--- config.mk ---
export PLATFORM = sky130hd
export DESIGN_NAME = trace_debugger
export DESIGN_NICKNAME = d
export VERILOG_FILES = /design/src/hw/trdb_pkg.sv /design/src/hw/trdb_cfg_regs.sv /design/src/hw/trdb_retire_pipe.sv /design/src/hw/trdb_branch_map.sv /design/src/hw/trdb_packet_gen.sv /design/src/hw/trace_debugger.sv
export VERILOG_INCLUDE_DIRS = /design/src /design/src/include
export SDC_FILE = /design/constraint.sdc
export NUM_CORES = 1
export LEC_CHECK = 0
export BUFFER_PORTS_ARGS = -buffer_cell sky130_fd_sc_hd__buf_2
export CAP_MARGIN = 20
export CORE_MARGIN = 2
export CORE_UTILIZATION = 45
export DETAILED_ROUTE_END_ITERATION = 16
export GPL_TIMING_DRIVEN = 1
export PLACE_DENSITY = 0.68
export SLEW_MARGIN = 20
export SYNTH_ARGS = -nofsm -noshare
export SYNTH_HDL_FRONTEND = slang
export SYNTH_SLANG_ARGS = --single-unit
export TNS_END_PERCENT = 50
--- constraint.sdc ---
create_clock -name clk_i -period 7.4 [get_ports clk_i]
set_input_delay 1.48 -clock clk_i [delete_from_list [all_inputs] [get_ports clk_i]]
set_output_delay 1.48 -clock clk_i [all_outputs]
set_load 0.03 [all_outputs]
--- src/include/trdb_opcodes.svh ---
// RISC-V branch and jump encodings

`ifndef TRDB_OPCODES_SVH
`define TRDB_OPCODES_SVH

// conditional branches, funct3 selects the compare
localparam logic [31:0] MASK_BEQ       = 32'h0000_707f;
localparam logic [31:0] MATCH_BEQ      = 32'h0000_0063;
localparam logic [31:0] MASK_BNE       = 32'h0000_707f;
localparam logic [31:0] MATCH_BNE      = 32'h0000_1063;
localparam logic [31:0] MASK_BLT       = 32'h0000_707f;
localparam logic [31:0] MATCH_BLT      = 32'h0000_4063;
localparam logic [31:0] MASK_BGE       = 32'h0000_707f;
localparam logic [31:0] MATCH_BGE      = 32'h0000_5063;
localparam logic [31:0] MASK_BLTU      = 32'h0000_707f;
localparam logic [31:0] MATCH_BLTU     = 32'h0000_6063;
localparam logic [31:0] MASK_BGEU      = 32'h0000_707f;
localparam logic [31:0] MATCH_BGEU     = 32'h0000_7063;

// immediate-compare branches use the two free funct3 slots
localparam logic [31:0] MASK_P_BEQIMM  = 32'h0000_707f;
localparam logic [31:0] MATCH_P_BEQIMM = 32'h0000_2063;
localparam logic [31:0] MASK_P_BNEIMM  = 32'h0000_707f;
localparam logic [31:0] MATCH_P_BNEIMM = 32'h0000_3063;

// targets a decoder cannot infer from the binary
localparam logic [31:0] MASK_JALR      = 32'h0000_707f;
localparam logic [31:0] MATCH_JALR     = 32'h0000_0067;
localparam logic [31:0] MASK_MRET      = 32'hffff_ffff;
localparam logic [31:0] MATCH_MRET     = 32'h3020_0073;
localparam logic [31:0] MASK_SRET      = 32'hffff_ffff;
localparam logic [31:0] MATCH_SRET     = 32'h1020_0073;
localparam logic [31:0] MASK_URET      = 32'hffff_ffff;
localparam logic [31:0] MATCH_URET     = 32'h0020_0073;

`endif

--- src/hw/trdb_pkg.sv ---
// Trace encoder shared definitions

package trdb_pkg;

    localparam int unsigned XLEN     = 32;
    localparam int unsigned ILEN     = 32;
    localparam int unsigned CAUSELEN = 5;
    localparam int unsigned PRIVLEN  = 2;

    // the core comes out of reset in machine mode
    localparam logic [PRIVLEN-1:0] PRIV_M = 2'd3;

    // config register map
    localparam logic [1:0] CFG_CTRL  = 2'd0;
    localparam logic [1:0] CFG_LOWER = 2'd1;
    localparam logic [1:0] CFG_UPPER = 2'd2;

    localparam int unsigned CTRL_ENABLE_BIT = 0;
    localparam int unsigned CTRL_FILTER_BIT = 1;

    // branch map sizing
    localparam int unsigned BRANCH_MAP_MAX = 31;
    localparam int unsigned BRANCH_CNT_W   = 5;

    `include "trdb_opcodes.svh"

    typedef enum logic [1:0] {
        FMT_ADDR        = 2'd0,
        FMT_EXCEPTION   = 2'd1,
        FMT_BRANCH_FULL = 2'd2
    } trdb_format_e;

    // one retired instruction as seen at the core boundary
    typedef struct packed {
        logic                valid;
        logic                exception;
        logic [CAUSELEN-1:0] cause;
        logic [PRIVLEN-1:0]  priv;
        logic [XLEN-1:0]     iaddr;
        logic [ILEN-1:0]     instr;
        logic                compressed;
    } retire_t;

    typedef struct packed {
        logic            enable;
        logic            filter_en;
        logic [XLEN-1:0] lower;
        logic [XLEN-1:0] upper;
    } trace_cfg_t;

    // view of the "this" instruction together with its neighbours
    typedef struct packed {
        logic [XLEN-1:0]     address;
        logic [CAUSELEN-1:0] cause;
        logic [PRIVLEN-1:0]  priv;
        logic                qualified;
        logic                first_qualified;
        logic                is_branch;
        logic                branch_taken;
        logic                exception;
        logic                last_exception;
        logic                last_discontinuity;
        logic                next_unqualified;
        logic                priv_change;
    } phase_t;

    typedef struct packed {
        trdb_format_e              format;
        logic [BRANCH_CNT_W-1:0]   branch_cnt;
        logic [BRANCH_MAP_MAX-1:0] branch_map;
        logic [XLEN-1:0]           address;
        logic [CAUSELEN-1:0]       cause;
        logic [PRIVLEN-1:0]        priv;
    } packet_t;

endpackage

--- src/hw/trdb_cfg_regs.sv ---
// Trace configuration registers

module trdb_cfg_regs
    import trdb_pkg::*;
(
    input  logic            clk_i,
    input  logic            rst_ni,

    input  logic            cfg_we_i,
    input  logic [1:0]      cfg_addr_i,
    input  logic [XLEN-1:0] cfg_wdata_i,
    output logic [XLEN-1:0] cfg_rdata_o,

    output trace_cfg_t      cfg_o
);

    // only the enable and filter bits of the control word exist
    logic [CTRL_FILTER_BIT:0] ctrl_q;
    logic [XLEN-1:0]          lower_q;
    logic [XLEN-1:0]          upper_q;

    always_ff @(posedge clk_i or negedge rst_ni) begin
        if (!rst_ni) begin
            ctrl_q  <= '0;
            lower_q <= '0;
            upper_q <= '0;
        end else if (cfg_we_i) begin
            case (cfg_addr_i)
                CFG_CTRL:  ctrl_q  <= cfg_wdata_i[CTRL_FILTER_BIT:0];
                CFG_LOWER: lower_q <= cfg_wdata_i;
                CFG_UPPER: upper_q <= cfg_wdata_i;
                default:   ;
            endcase
        end
    end

    // read-back, unmapped address and unused control bits give zero
    always_comb begin
        cfg_rdata_o = '0;
        case (cfg_addr_i)
            CFG_CTRL:  cfg_rdata_o[CTRL_FILTER_BIT:0] = ctrl_q;
            CFG_LOWER: cfg_rdata_o = lower_q;
            CFG_UPPER: cfg_rdata_o = upper_q;
            default:   cfg_rdata_o = '0;
        endcase
    end

    always_comb begin
        cfg_o.enable    = ctrl_q[CTRL_ENABLE_BIT];
        cfg_o.filter_en = ctrl_q[CTRL_FILTER_BIT];
        cfg_o.lower     = lower_q;
        cfg_o.upper     = upper_q;
    end

endmodule

--- src/hw/trdb_retire_pipe.sv ---
// Retired instruction pipeline

module trdb_retire_pipe
    import trdb_pkg::*;
(
    input  logic       clk_i,
    input  logic       rst_ni,

    input  retire_t    retire_i,
    input  trace_cfg_t cfg_i,

    output logic       step_o,
    output phase_t     phase_o
);

    // registered core inputs, this is the next stage
    retire_t retire_q;

    logic nc_in_range;
    logic nc_qualified;
    logic nc_is_branch;
    logic nc_discontinuity;

    // this stage
    logic                tc_qualified;
    logic                tc_exception;
    logic                tc_is_branch;
    logic                tc_discontinuity;
    logic [PRIVLEN-1:0]  tc_priv;
    logic [XLEN-1:0]     tc_iaddr;
    logic [CAUSELEN-1:0] tc_cause;
    logic                tc_compressed;
    logic [XLEN-1:0]     tc_seq_iaddr;

    // last stage
    logic lc_qualified;
    logic lc_exception;
    logic lc_discontinuity;

    always_ff @(posedge clk_i or negedge rst_ni) begin
        if (!rst_ni) begin
            retire_q <= '0;
        end else begin
            retire_q <= retire_i;
        end
    end

    // qualification is decided once, when the instruction enters
    always_comb begin
        nc_in_range  = (retire_q.iaddr >= cfg_i.lower) && (retire_q.iaddr <= cfg_i.upper);
        nc_qualified = cfg_i.enable && (!cfg_i.filter_en || nc_in_range);
    end

    // beq, bne, blt, bge, bltu, bgeu and the two immediate compares
    always_comb begin
        nc_is_branch = ((retire_q.instr & MASK_BEQ)      == MATCH_BEQ)      ||
                       ((retire_q.instr & MASK_BNE)      == MATCH_BNE)      ||
                       ((retire_q.instr & MASK_BLT)      == MATCH_BLT)      ||
                       ((retire_q.instr & MASK_BGE)      == MATCH_BGE)      ||
                       ((retire_q.instr & MASK_BLTU)     == MATCH_BLTU)     ||
                       ((retire_q.instr & MASK_BGEU)     == MATCH_BGEU)     ||
                       ((retire_q.instr & MASK_P_BEQIMM) == MATCH_P_BEQIMM) ||
                       ((retire_q.instr & MASK_P_BNEIMM) == MATCH_P_BNEIMM);
    end

    // jalr and the trap returns
    always_comb begin
        nc_discontinuity = ((retire_q.instr & MASK_JALR) == MATCH_JALR) ||
                           ((retire_q.instr & MASK_MRET) == MATCH_MRET) ||
                           ((retire_q.instr & MASK_SRET) == MATCH_SRET) ||
                           ((retire_q.instr & MASK_URET) == MATCH_URET);
    end

    // stages only move when a new valid instruction shows up
    always_ff @(posedge clk_i or negedge rst_ni) begin
        if (!rst_ni) begin
            tc_qualified     <= 1'b0;
            tc_exception     <= 1'b0;
            tc_is_branch     <= 1'b0;
            tc_discontinuity <= 1'b0;
            tc_priv          <= PRIV_M;
            lc_qualified     <= 1'b0;
            lc_exception     <= 1'b0;
            lc_discontinuity <= 1'b0;
        end else if (retire_q.valid) begin
            tc_qualified     <= nc_qualified;
            tc_exception     <= retire_q.exception;
            tc_is_branch     <= nc_is_branch;
            tc_discontinuity <= nc_discontinuity;
            tc_priv          <= retire_q.priv;
            lc_qualified     <= tc_qualified;
            lc_exception     <= tc_exception;
            lc_discontinuity <= tc_discontinuity;
        end
    end

    always_ff @(posedge clk_i) begin
        if (retire_q.valid) begin
            tc_iaddr      <= retire_q.iaddr;
            tc_cause      <= retire_q.cause;
            tc_compressed <= retire_q.compressed;
        end
    end

    // fall-through address of the this instruction
    assign tc_seq_iaddr = tc_iaddr + (tc_compressed ? XLEN'(2) : XLEN'(4));

    // the this instruction is complete once its successor is known
    assign step_o = retire_q.valid && tc_qualified;

    always_comb begin
        phase_o.address            = tc_iaddr;
        phase_o.cause              = tc_cause;
        phase_o.priv               = tc_priv;
        phase_o.qualified          = tc_qualified;
        phase_o.first_qualified    = tc_qualified && !lc_qualified;
        phase_o.is_branch          = tc_is_branch;
        phase_o.branch_taken       = (retire_q.iaddr != tc_seq_iaddr);
        phase_o.exception          = tc_exception;
        phase_o.last_exception     = lc_exception;
        phase_o.last_discontinuity = lc_discontinuity;
        phase_o.next_unqualified   = !nc_qualified;
        phase_o.priv_change        = (retire_q.priv != tc_priv);
    end

endmodule

--- src/hw/trdb_branch_map.sv ---
// Branch map accumulator

module trdb_branch_map
    import trdb_pkg::*;
#(
    parameter int unsigned BRANCH_MAP_LEN = 31
) (
    input  logic                      clk_i,
    input  logic                      rst_ni,

    input  logic                      valid_i,
    input  logic                      taken_i,
    input  logic                      flush_i,

    output logic [BRANCH_MAP_MAX-1:0] map_o,
    output logic [BRANCH_CNT_W-1:0]   count_o,
    output logic                      full_o
);

    logic [BRANCH_MAP_MAX-1:0] map_q;
    logic [BRANCH_MAP_MAX-1:0] map_d;
    logic [BRANCH_CNT_W-1:0]   count_q;
    logic [BRANCH_CNT_W-1:0]   count_d;

    // the current branch is visible in the same cycle
    always_comb begin
        map_d   = map_q;
        count_d = count_q;
        if (valid_i) begin
            map_d[count_q] = taken_i;
            count_d        = count_q + BRANCH_CNT_W'(1);
        end
    end

    assign map_o   = map_d;
    assign count_o = count_d;
    assign full_o  = (count_d == BRANCH_CNT_W'(BRANCH_MAP_LEN));

    always_ff @(posedge clk_i or negedge rst_ni) begin
        if (!rst_ni) begin
            map_q   <= '0;
            count_q <= '0;
        end else if (flush_i) begin
            map_q   <= '0;
            count_q <= '0;
        end else begin
            map_q   <= map_d;
            count_q <= count_d;
        end
    end

endmodule

--- src/hw/trdb_packet_gen.sv ---
// Packet priority and assembly

module trdb_packet_gen
    import trdb_pkg::*;
#(
    parameter int unsigned BRANCH_MAP_LEN = 31
) (
    input  logic                      clk_i,
    input  logic                      rst_ni,

    input  logic                      step_i,
    input  phase_t                    phase_i,

    input  logic [BRANCH_MAP_MAX-1:0] map_i,
    input  logic [BRANCH_CNT_W-1:0]   count_i,
    input  logic                      full_i,
    output logic                      flush_o,

    output packet_t                   packet_o,
    output logic                      packet_valid_o
);

    // map bits beyond the configured length stay zero
    localparam logic [BRANCH_MAP_MAX-1:0] MAP_MASK =
        {BRANCH_MAP_MAX{1'b1}} >> (BRANCH_MAP_MAX - BRANCH_MAP_LEN);

    logic         need_addr;
    logic         emit;
    trdb_format_e fmt;
    packet_t      packet_d;
    packet_t      packet_q;
    logic         packet_valid_q;

    // any of these leaves the decoder unable to follow the program
    always_comb begin
        need_addr = phase_i.first_qualified    ||
                    phase_i.last_exception     ||
                    phase_i.last_discontinuity ||
                    phase_i.next_unqualified   ||
                    phase_i.priv_change;
        emit      = step_i && (phase_i.exception || need_addr || full_i);
    end

    // exception beats address, address beats a full map
    always_comb begin
        if (phase_i.exception) begin
            fmt = FMT_EXCEPTION;
        end else if (need_addr) begin
            fmt = FMT_ADDR;
        end else begin
            fmt = FMT_BRANCH_FULL;
        end
    end

    always_comb begin
        packet_d.format     = fmt;
        packet_d.branch_cnt = count_i;
        packet_d.branch_map = map_i & MAP_MASK;
        packet_d.priv       = phase_i.priv;
        // a full map packet carries no address
        packet_d.address    = (fmt == FMT_BRANCH_FULL) ? '0 : phase_i.address;
        packet_d.cause      = (fmt == FMT_EXCEPTION) ? phase_i.cause : '0;
    end

    // every emitted packet takes the map with it
    assign flush_o = emit;

    always_ff @(posedge clk_i or negedge rst_ni) begin
        if (!rst_ni) begin
            packet_valid_q <= 1'b0;
        end else begin
            packet_valid_q <= emit;
        end
    end

    always_ff @(posedge clk_i) begin
        if (emit) begin
            packet_q <= packet_d;
        end
    end

    assign packet_o       = packet_q;
    assign packet_valid_o = packet_valid_q;

endmodule

--- src/hw/trace_debugger.sv ---
// RISC-V instruction trace encoder

module trace_debugger
    import trdb_pkg::*;
#(
    parameter int unsigned BRANCH_MAP_LEN = 31
) (
    input  logic            clk_i,
    input  logic            rst_ni,

    input  retire_t         retire_i,

    input  logic            cfg_we_i,
    input  logic [1:0]      cfg_addr_i,
    input  logic [XLEN-1:0] cfg_wdata_i,
    output logic [XLEN-1:0] cfg_rdata_o,

    output packet_t         packet_o,
    output logic            packet_valid_o
);

    trace_cfg_t                cfg;
    logic                      step;
    phase_t                    phase;
    logic [BRANCH_MAP_MAX-1:0] map;
    logic [BRANCH_CNT_W-1:0]   count;
    logic                      full;
    logic                      flush;

    trdb_cfg_regs u_cfg_regs (
        .clk_i       (clk_i),
        .rst_ni      (rst_ni),
        .cfg_we_i    (cfg_we_i),
        .cfg_addr_i  (cfg_addr_i),
        .cfg_wdata_i (cfg_wdata_i),
        .cfg_rdata_o (cfg_rdata_o),
        .cfg_o       (cfg)
    );

    trdb_retire_pipe u_retire_pipe (
        .clk_i    (clk_i),
        .rst_ni   (rst_ni),
        .retire_i (retire_i),
        .cfg_i    (cfg),
        .step_o   (step),
        .phase_o  (phase)
    );

    // only qualified branches enter the map
    trdb_branch_map #(
        .BRANCH_MAP_LEN (BRANCH_MAP_LEN)
    ) u_branch_map (
        .clk_i   (clk_i),
        .rst_ni  (rst_ni),
        .valid_i (step && phase.is_branch),
        .taken_i (phase.branch_taken),
        .flush_i (flush),
        .map_o   (map),
        .count_o (count),
        .full_o  (full)
    );

    trdb_packet_gen #(
        .BRANCH_MAP_LEN (BRANCH_MAP_LEN)
    ) u_packet_gen (
        .clk_i          (clk_i),
        .rst_ni         (rst_ni),
        .step_i         (step),
        .phase_i        (phase),
        .map_i          (map),
        .count_i        (count),
        .full_i         (full),
        .flush_o        (flush),
        .packet_o       (packet_o),
        .packet_valid_o (packet_valid_o)
    );

endmodule

# Word level (Yosys, flattened, before mapping)
# Index checks and enable logic that the tools add are counted.
# word_totals
mem_bits_ro	0
latch_bits	0
ff_bits	301
inputBits	111
ramBits	0
word_cells	98
n_memories	0
# classes
add_sub_neg	2
div	0
muxes	12
bitwise	0
shift	0
n_eq_ne	19
reduce_logical	31
magnitude_cmp	4
n_mul	0
# ops
cell	count
$mux 31	2
$pmux 30 s2	1
$eq 10x10->1 const B	4
$add 32x32->32	1
$eq 32x22->1 const B	1
$eq 32x29->1 const B	1
$eq 32x30->1 const B	1
$ge 32x32->1	1
$le 32x32->1	1
$ne 32x32->1	1
$bwmux 31	1
$eq 10x7->1 const B	2
$eq 10x9->1 const B	2
$logic_or 1x1->1	17
$eq 10x8->1 const B	1
$mux 5	2
$logic_and 1x1->1	7
$lt 5x6->1 const B	1
$pmux 2 s3	1
$reduce_and 2->1	3
$add 5x1->5 const B	1
$demux 1 s5	1
$eq 5x5->1 const B	1
$ge 5x1->1 const B	1
8 further kinds	13

# Logic depth before layout (Yosys ltp)
# depth
ltp_word	11
mapped_depth	11
mapped_depth_nobuf	10

# By module
# From an unflattened synthesis, not the netlist that was laid out.
# unflattened
cells_unflattened	1128
area_unflattened_um2	14023.4
# by_module_without_submodules
mod	area_per_inst_um2	seq_area_each_um2	instances	cells_per_inst
trdb_retire_pipe	6287.3	3220.6	1	552
trdb_cfg_regs	3027.9	1651.6	1	222
trdb_packet_gen	2717.6	2337.2	1	126
trdb_branch_map	1984.4	900.9	1	227
trace_debugger	6.3	0.0	1	1

# Worst setup path after synthesis
# Ideal clock, no wire load.
# synth_path
path_kind	register to register
startpoint	register u_retire_pipe.retire_q[73] in the netlist's numbering
endpoint	register u_packet_gen.packet_q, in the netlist u_packet_gen.packet_o[0], enable pin
synth_period_minus_slack_ns	5.848
setup_ns	0.473
arrival_ns	5.375
path_slack_ns	1.552
path_stages_with_launch	9
cell_sequence	dfrtp_1 and3_1 clkbuf_1 nand2_1 nor2_1 nor2_1 o41a_1 a31oi_1 clkbuf_1
# synth_via
elab_chain_cells	6
# synth_lines
item	line_no	source
from (decl)	trdb_retire_pipe.sv:17	retire_t retire_q;
from (signal assigned)	trdb_retire_pipe.sv:44	retire_q <= retire_i;
$logic_and 1x1->1 *	trdb_retire_pipe.sv:109	assign step_o = retire_q.valid && tc_qualified;
$logic_and 1x1->1	trace_debugger.sv:55	.valid_i (step && phase.is_branch),
$mux 5	trdb_branch_map.sv:29	if (valid_i) begin
$eq 5x5->1	trdb_branch_map.sv:37	assign full_o = (count_d == BRANCH_CNT_W'(BRANCH_MAP_LEN));
$logic_or 1x1->1	trdb_packet_gen.sv:41	emit = step_i && (phase_i.exception || need_addr || full_i);
$logic_and 1x1->1 *	trdb_packet_gen.sv:41	
named net flush	trace_debugger.sv:28	logic flush;
to (signal assigned)	trdb_packet_gen.sv:78	packet_q <= packet_d;
to (decl)	trdb_packet_gen.sv:31	packet_t packet_q;
# The timed path passes the listed nets; every way through them passes the cells marked *.
# A chain may end at the register's enable or synchronous reset.

# Worst setup path in the final report
# layout_path
startpoint	input cfg_addr_i[1]
endpoint	output cfg_rdata_o[19]
# layout_via
elab_chain_cells	2
elab_cells_between_ends	3
cone_classes	eq/ne (2); mux (1)
# layout_lines
item	line_no	source
from (decl)	trace_debugger.sv:14	input logic [1:0] cfg_addr_i,
$eq 2x2->1 or $eq 2x1->1 (tied branches)	trdb_cfg_regs.sv:40	case (cfg_addr_i)
$pmux 30 s2 *	trdb_cfg_regs.sv:40	
to (decl)	trace_debugger.sv:16	output logic [XLEN-1:0] cfg_rdata_o,
# Mark *: on every way between the ends. The rest lies on a longest branch, timed or not.

==> summary.md <==
| Metric | Value |
|---|---|
| Status | `finished, final reports clean` |
| Final wirelength | `about 32 mm` |
| Die Width | `approximately 180 um` |
| Final ANT Viol Nets | `0` |
| Tot Pwr | `between 4 and 5 mW` |
| Worst Path Required | `just under 6 ns` |
| Final hold vios | `0` |
| Setup TNS | `0 ns` |
| Initial antenna violation count | `5` |
| Tightest Pin Transition | `a little over 0.9 ns` |
| Seq cells post-synth | `301` |
| Startpoint types | `primary input` |
| Syn avg cell area | `roughly 12 um^2` |
| Vias/cell | `about 5.4` |
| Leakage power | `just over 7 nW` |
| Top cell type's share of synthesized area | `0.333` |
| CTS resizes | `0` |
| Clock Path Buffers | `3` |
| # nets final | `between 1.5k and 2k` |
| I/O pin count | `around 220` |
| DPL Wire Length | `about 23 mm` |
| Fraction of layout cells with a size suffix above 1 | `0.274` |
| Number of cells on the worst hold path | `0` |
| Skew-Pair Late Insertion Delay | `0.53 ns` |
| H-tree depth | `2` |
| Largest net degree at the start of global routing | `96` |
| Cell taking the most area after synthesis | `dfrtp_1` |
| Gate Count Post-Synth | `approximately 1.1k` |
| Dominant synthesized flop cell | `dfrtp_1` |
| Area delta synth->final | `19.5%` |
| Final period demand of the worst path | `4.43 ns` |
| Final Non-Filler Cells | `between 1.5k and 2k` |
| Placed Cells | `roughly 1.7k` |
| Clk slew on worst S/H paths | `roughly 0.06 ns` |
| Critical path peak fanout | `30` |
| Maximum vdd drop | `~0.19 mV` |
| DRT Pass-1 Iters | `5` |
| Routed via count | `9,543` |
| DRC viols | `0` |
| Max_cap viols | `0` |
| PD cells | `approximately 270 nW/um^2` |
| Hold crit path type | `reg -> reg` |
| GPL Wtd Cong | `~0.85` |
| Final worst path period share | `0.598` |
| Root buffer cell | `clkbuf_16` |
| GR Overflow Total | `0` |
| CTS tree | `built` |
| Post-synth net total | `between 1k and 1.5k` |
| Vias in the first global route | `between 9k and 10k` |
| First-pass GRT wire length | `between 40 and 50 mm` |
| Fill cells | `around 2.6k` |
| FMAX | `226 MHz` |
| Top cells by area, synth | `dfrtp_1, edfxtp_1, ha_1, mux2_2, nor2b_1` |
| Fraction of registers with async set/reset | `0.618` |
| Post-CTS Setup Bufs | `0` |
| Fin util | `0.543` |
| Core ar. | `roughly 30,000 um^2` |
| Sequential area share after synthesis | `0.586` |
| Ys Warns | `0` |
| Final WS setup | `2.97 ns` |
| Cts bufs inserted | `34` |
| DP Worst Slack | `about 2.9 ns` |
| WL/cell | `roughly 18 um` |
| Starting DRT DRC Count | `713` |
| Slew headroom | `0.390` |
| Mapped Area | `about 14,000 um^2` |
| R2r worst-path depth | `9` |
| Site row count | `64` |
| Clock Skew | `about 0.033 ns` |
| Cell variety after synth | `69` |
| Count leader, synth | `dfrtp_1` |
| RSZ-0062 raised after global routing | `false` |
| Total GRT Usage | `0.199` |
| # hold bufs at CTS | `0` |
| Number of flops mapped to enable cells by yosys | `~120` |
| Final Max Slew Viols | `0` |
| Setup violations, final | `0` |
| DIE AREA | `approximately 32,000 um^2` |
| PortBufs | `220` |
| CP Capture Type | `output pin` |
| Initial Util | `0.454` |
| Synth top cells by count | `dfrtp_1, edfxtp_1, nor2_1, inv_1, ha_1` |
| WP data arrival | `between 2 and 3 ns` |
| CTS sink cnt | `roughly 300` |
| Chip height | `179 um` |
| Kind of critical path | `in -> out` |
[final cells by class]
type / count / area, um^2 / area share
Timing Repair Buffer: 229 / 1180 / 0.0713
Clock buffer: 41 / 918 / 0.0556
Antenna cell: 5 / 12.5 / 0.000757
Tap cell: 396 / 495 / 0.0300
Multi-Input combinational cell: 689 / 5210 / 0.315
Clock inverter: 21 / 270 / 0.0164
Inverter: 88 / 330 / 0.0200
Sequential cell: 301 / 8110 / 0.491
[routing by layer]
| metal | global-route usage | wire, um | up-vias |
|---|---|---|---|
| li1 | - | - | 4558 |
| met1 | 0.280 | 14400 | 4635 |
| met2 | 0.315 | 15300 | 293 |
| met3 | 0.0322 | 1720 | 57 |
| met4 | 0.0689 | 786 | 0 |
| met5 | 0 | 0 | - |
[cell usage in the layout, fill, tap and decap left out, drive strengths merged, types with 14 or more instances in the layout]
cell,Yosys,routed
xor2,18,18
a22oi,30,30
buf,16,228
nor4,15,15
o21ai,15,15
dfrtp,184,184
nand4,25,25
edfxtp,115,115
nor2b,64,64
xnor2,22,22
nor2,89,89
a21oi,30,30
a31oi,34,34
ha,74,74
inv,88,89
clkbuf,28,42
nand3,18,18
nand2,37,37
clkinv,0,14
mux2,73,73
a311oi,33,33
[state kept, by name, indices dropped and copies added (netlist names)]
| name | count |
|---|---|
| u_cfg_regs.upper_q | 32 |
| u_retire_pipe.tc_exception | 1 |
| u_retire_pipe.lc_exception | 1 |
| u_retire_pipe.tc_compressed | 1 |
| u_branch_map.map_q | 31 |
| u_packet_gen.packet_o | 77 |
| u_packet_gen.packet_valid_o | 1 |
| u_branch_map.count_q | 5 |
| u_cfg_regs.lower_q | 32 |
| u_retire_pipe.tc_is_branch | 1 |
| u_retire_pipe.tc_qualified | 1 |
| u_retire_pipe.tc_priv | 2 |
| u_retire_pipe.lc_discontinuity | 1 |
| u_retire_pipe.lc_qualified | 1 |
| u_retire_pipe.tc_discontinuity | 1 |
| u_retire_pipe.retire_q | 74 |
| u_retire_pipe.tc_cause | 5 |
| u_cfg_regs.ctrl_q | 2 |
| u_retire_pipe.tc_iaddr | 32 |
[worst paths after layout]
path	start	to	slack (ns)
setup reg to reg	u_retire_pipe.retire_q[73]	u_packet_gen.packet_o[4]	3.14
setup / recovery	cfg_addr_i[1]	cfg_rdata_o[19]	2.97
max in group asynchronous	rst_ni	u_retire_pipe.retire_q[73]	5.16
hold / removal	u_retire_pipe.retire_q[67]	u_retire_pipe.tc_cause[0]	0.42
hold reg to reg	u_retire_pipe.retire_q[67]	u_retire_pipe.tc_cause[0]	0.42
min in group asynchronous	rst_ni	u_cfg_regs.upper_q[8]	1.06
[report_power, final]
part / internal (mW) / switching [mW]
sequential: 1.90 / 0.119
combinational: 0.262 / 0.396
clock: 1.07 / 0.686
total: 3.23 / 1.20
[critical path, cell delays in order]
cell and delay, ns:
buf_2 0.11, inv_1 0.06, ha_1 0.85, nor2b_1 0.22, buf_2 0.21
[cell families after synthesis]
group	after synthesis	synth area share
buffers and inverters	132	0.0393
DFF	301	0.586
xor gates and xnor gates	40	0.0253
muxes	78	0.0631
and+or+nand+nor	311	0.123
adders and majority gates	75	0.0684
AOI/OAI and AO/OA	185	0.0950
[per-stage QoR]
stage | area [um^2] | hold WS [ns]
2_1_floorplan | 13800 | 0.401
3_3_place_gp | 15300 | 0.405
3_5_place_dp | 15300 | 0.404
4_1_cts | 16500 | 0.415
5_1_grt | 16500 | 0.426
6_report | 16500 | 0.416
Power figures use the tool's default switching activity.
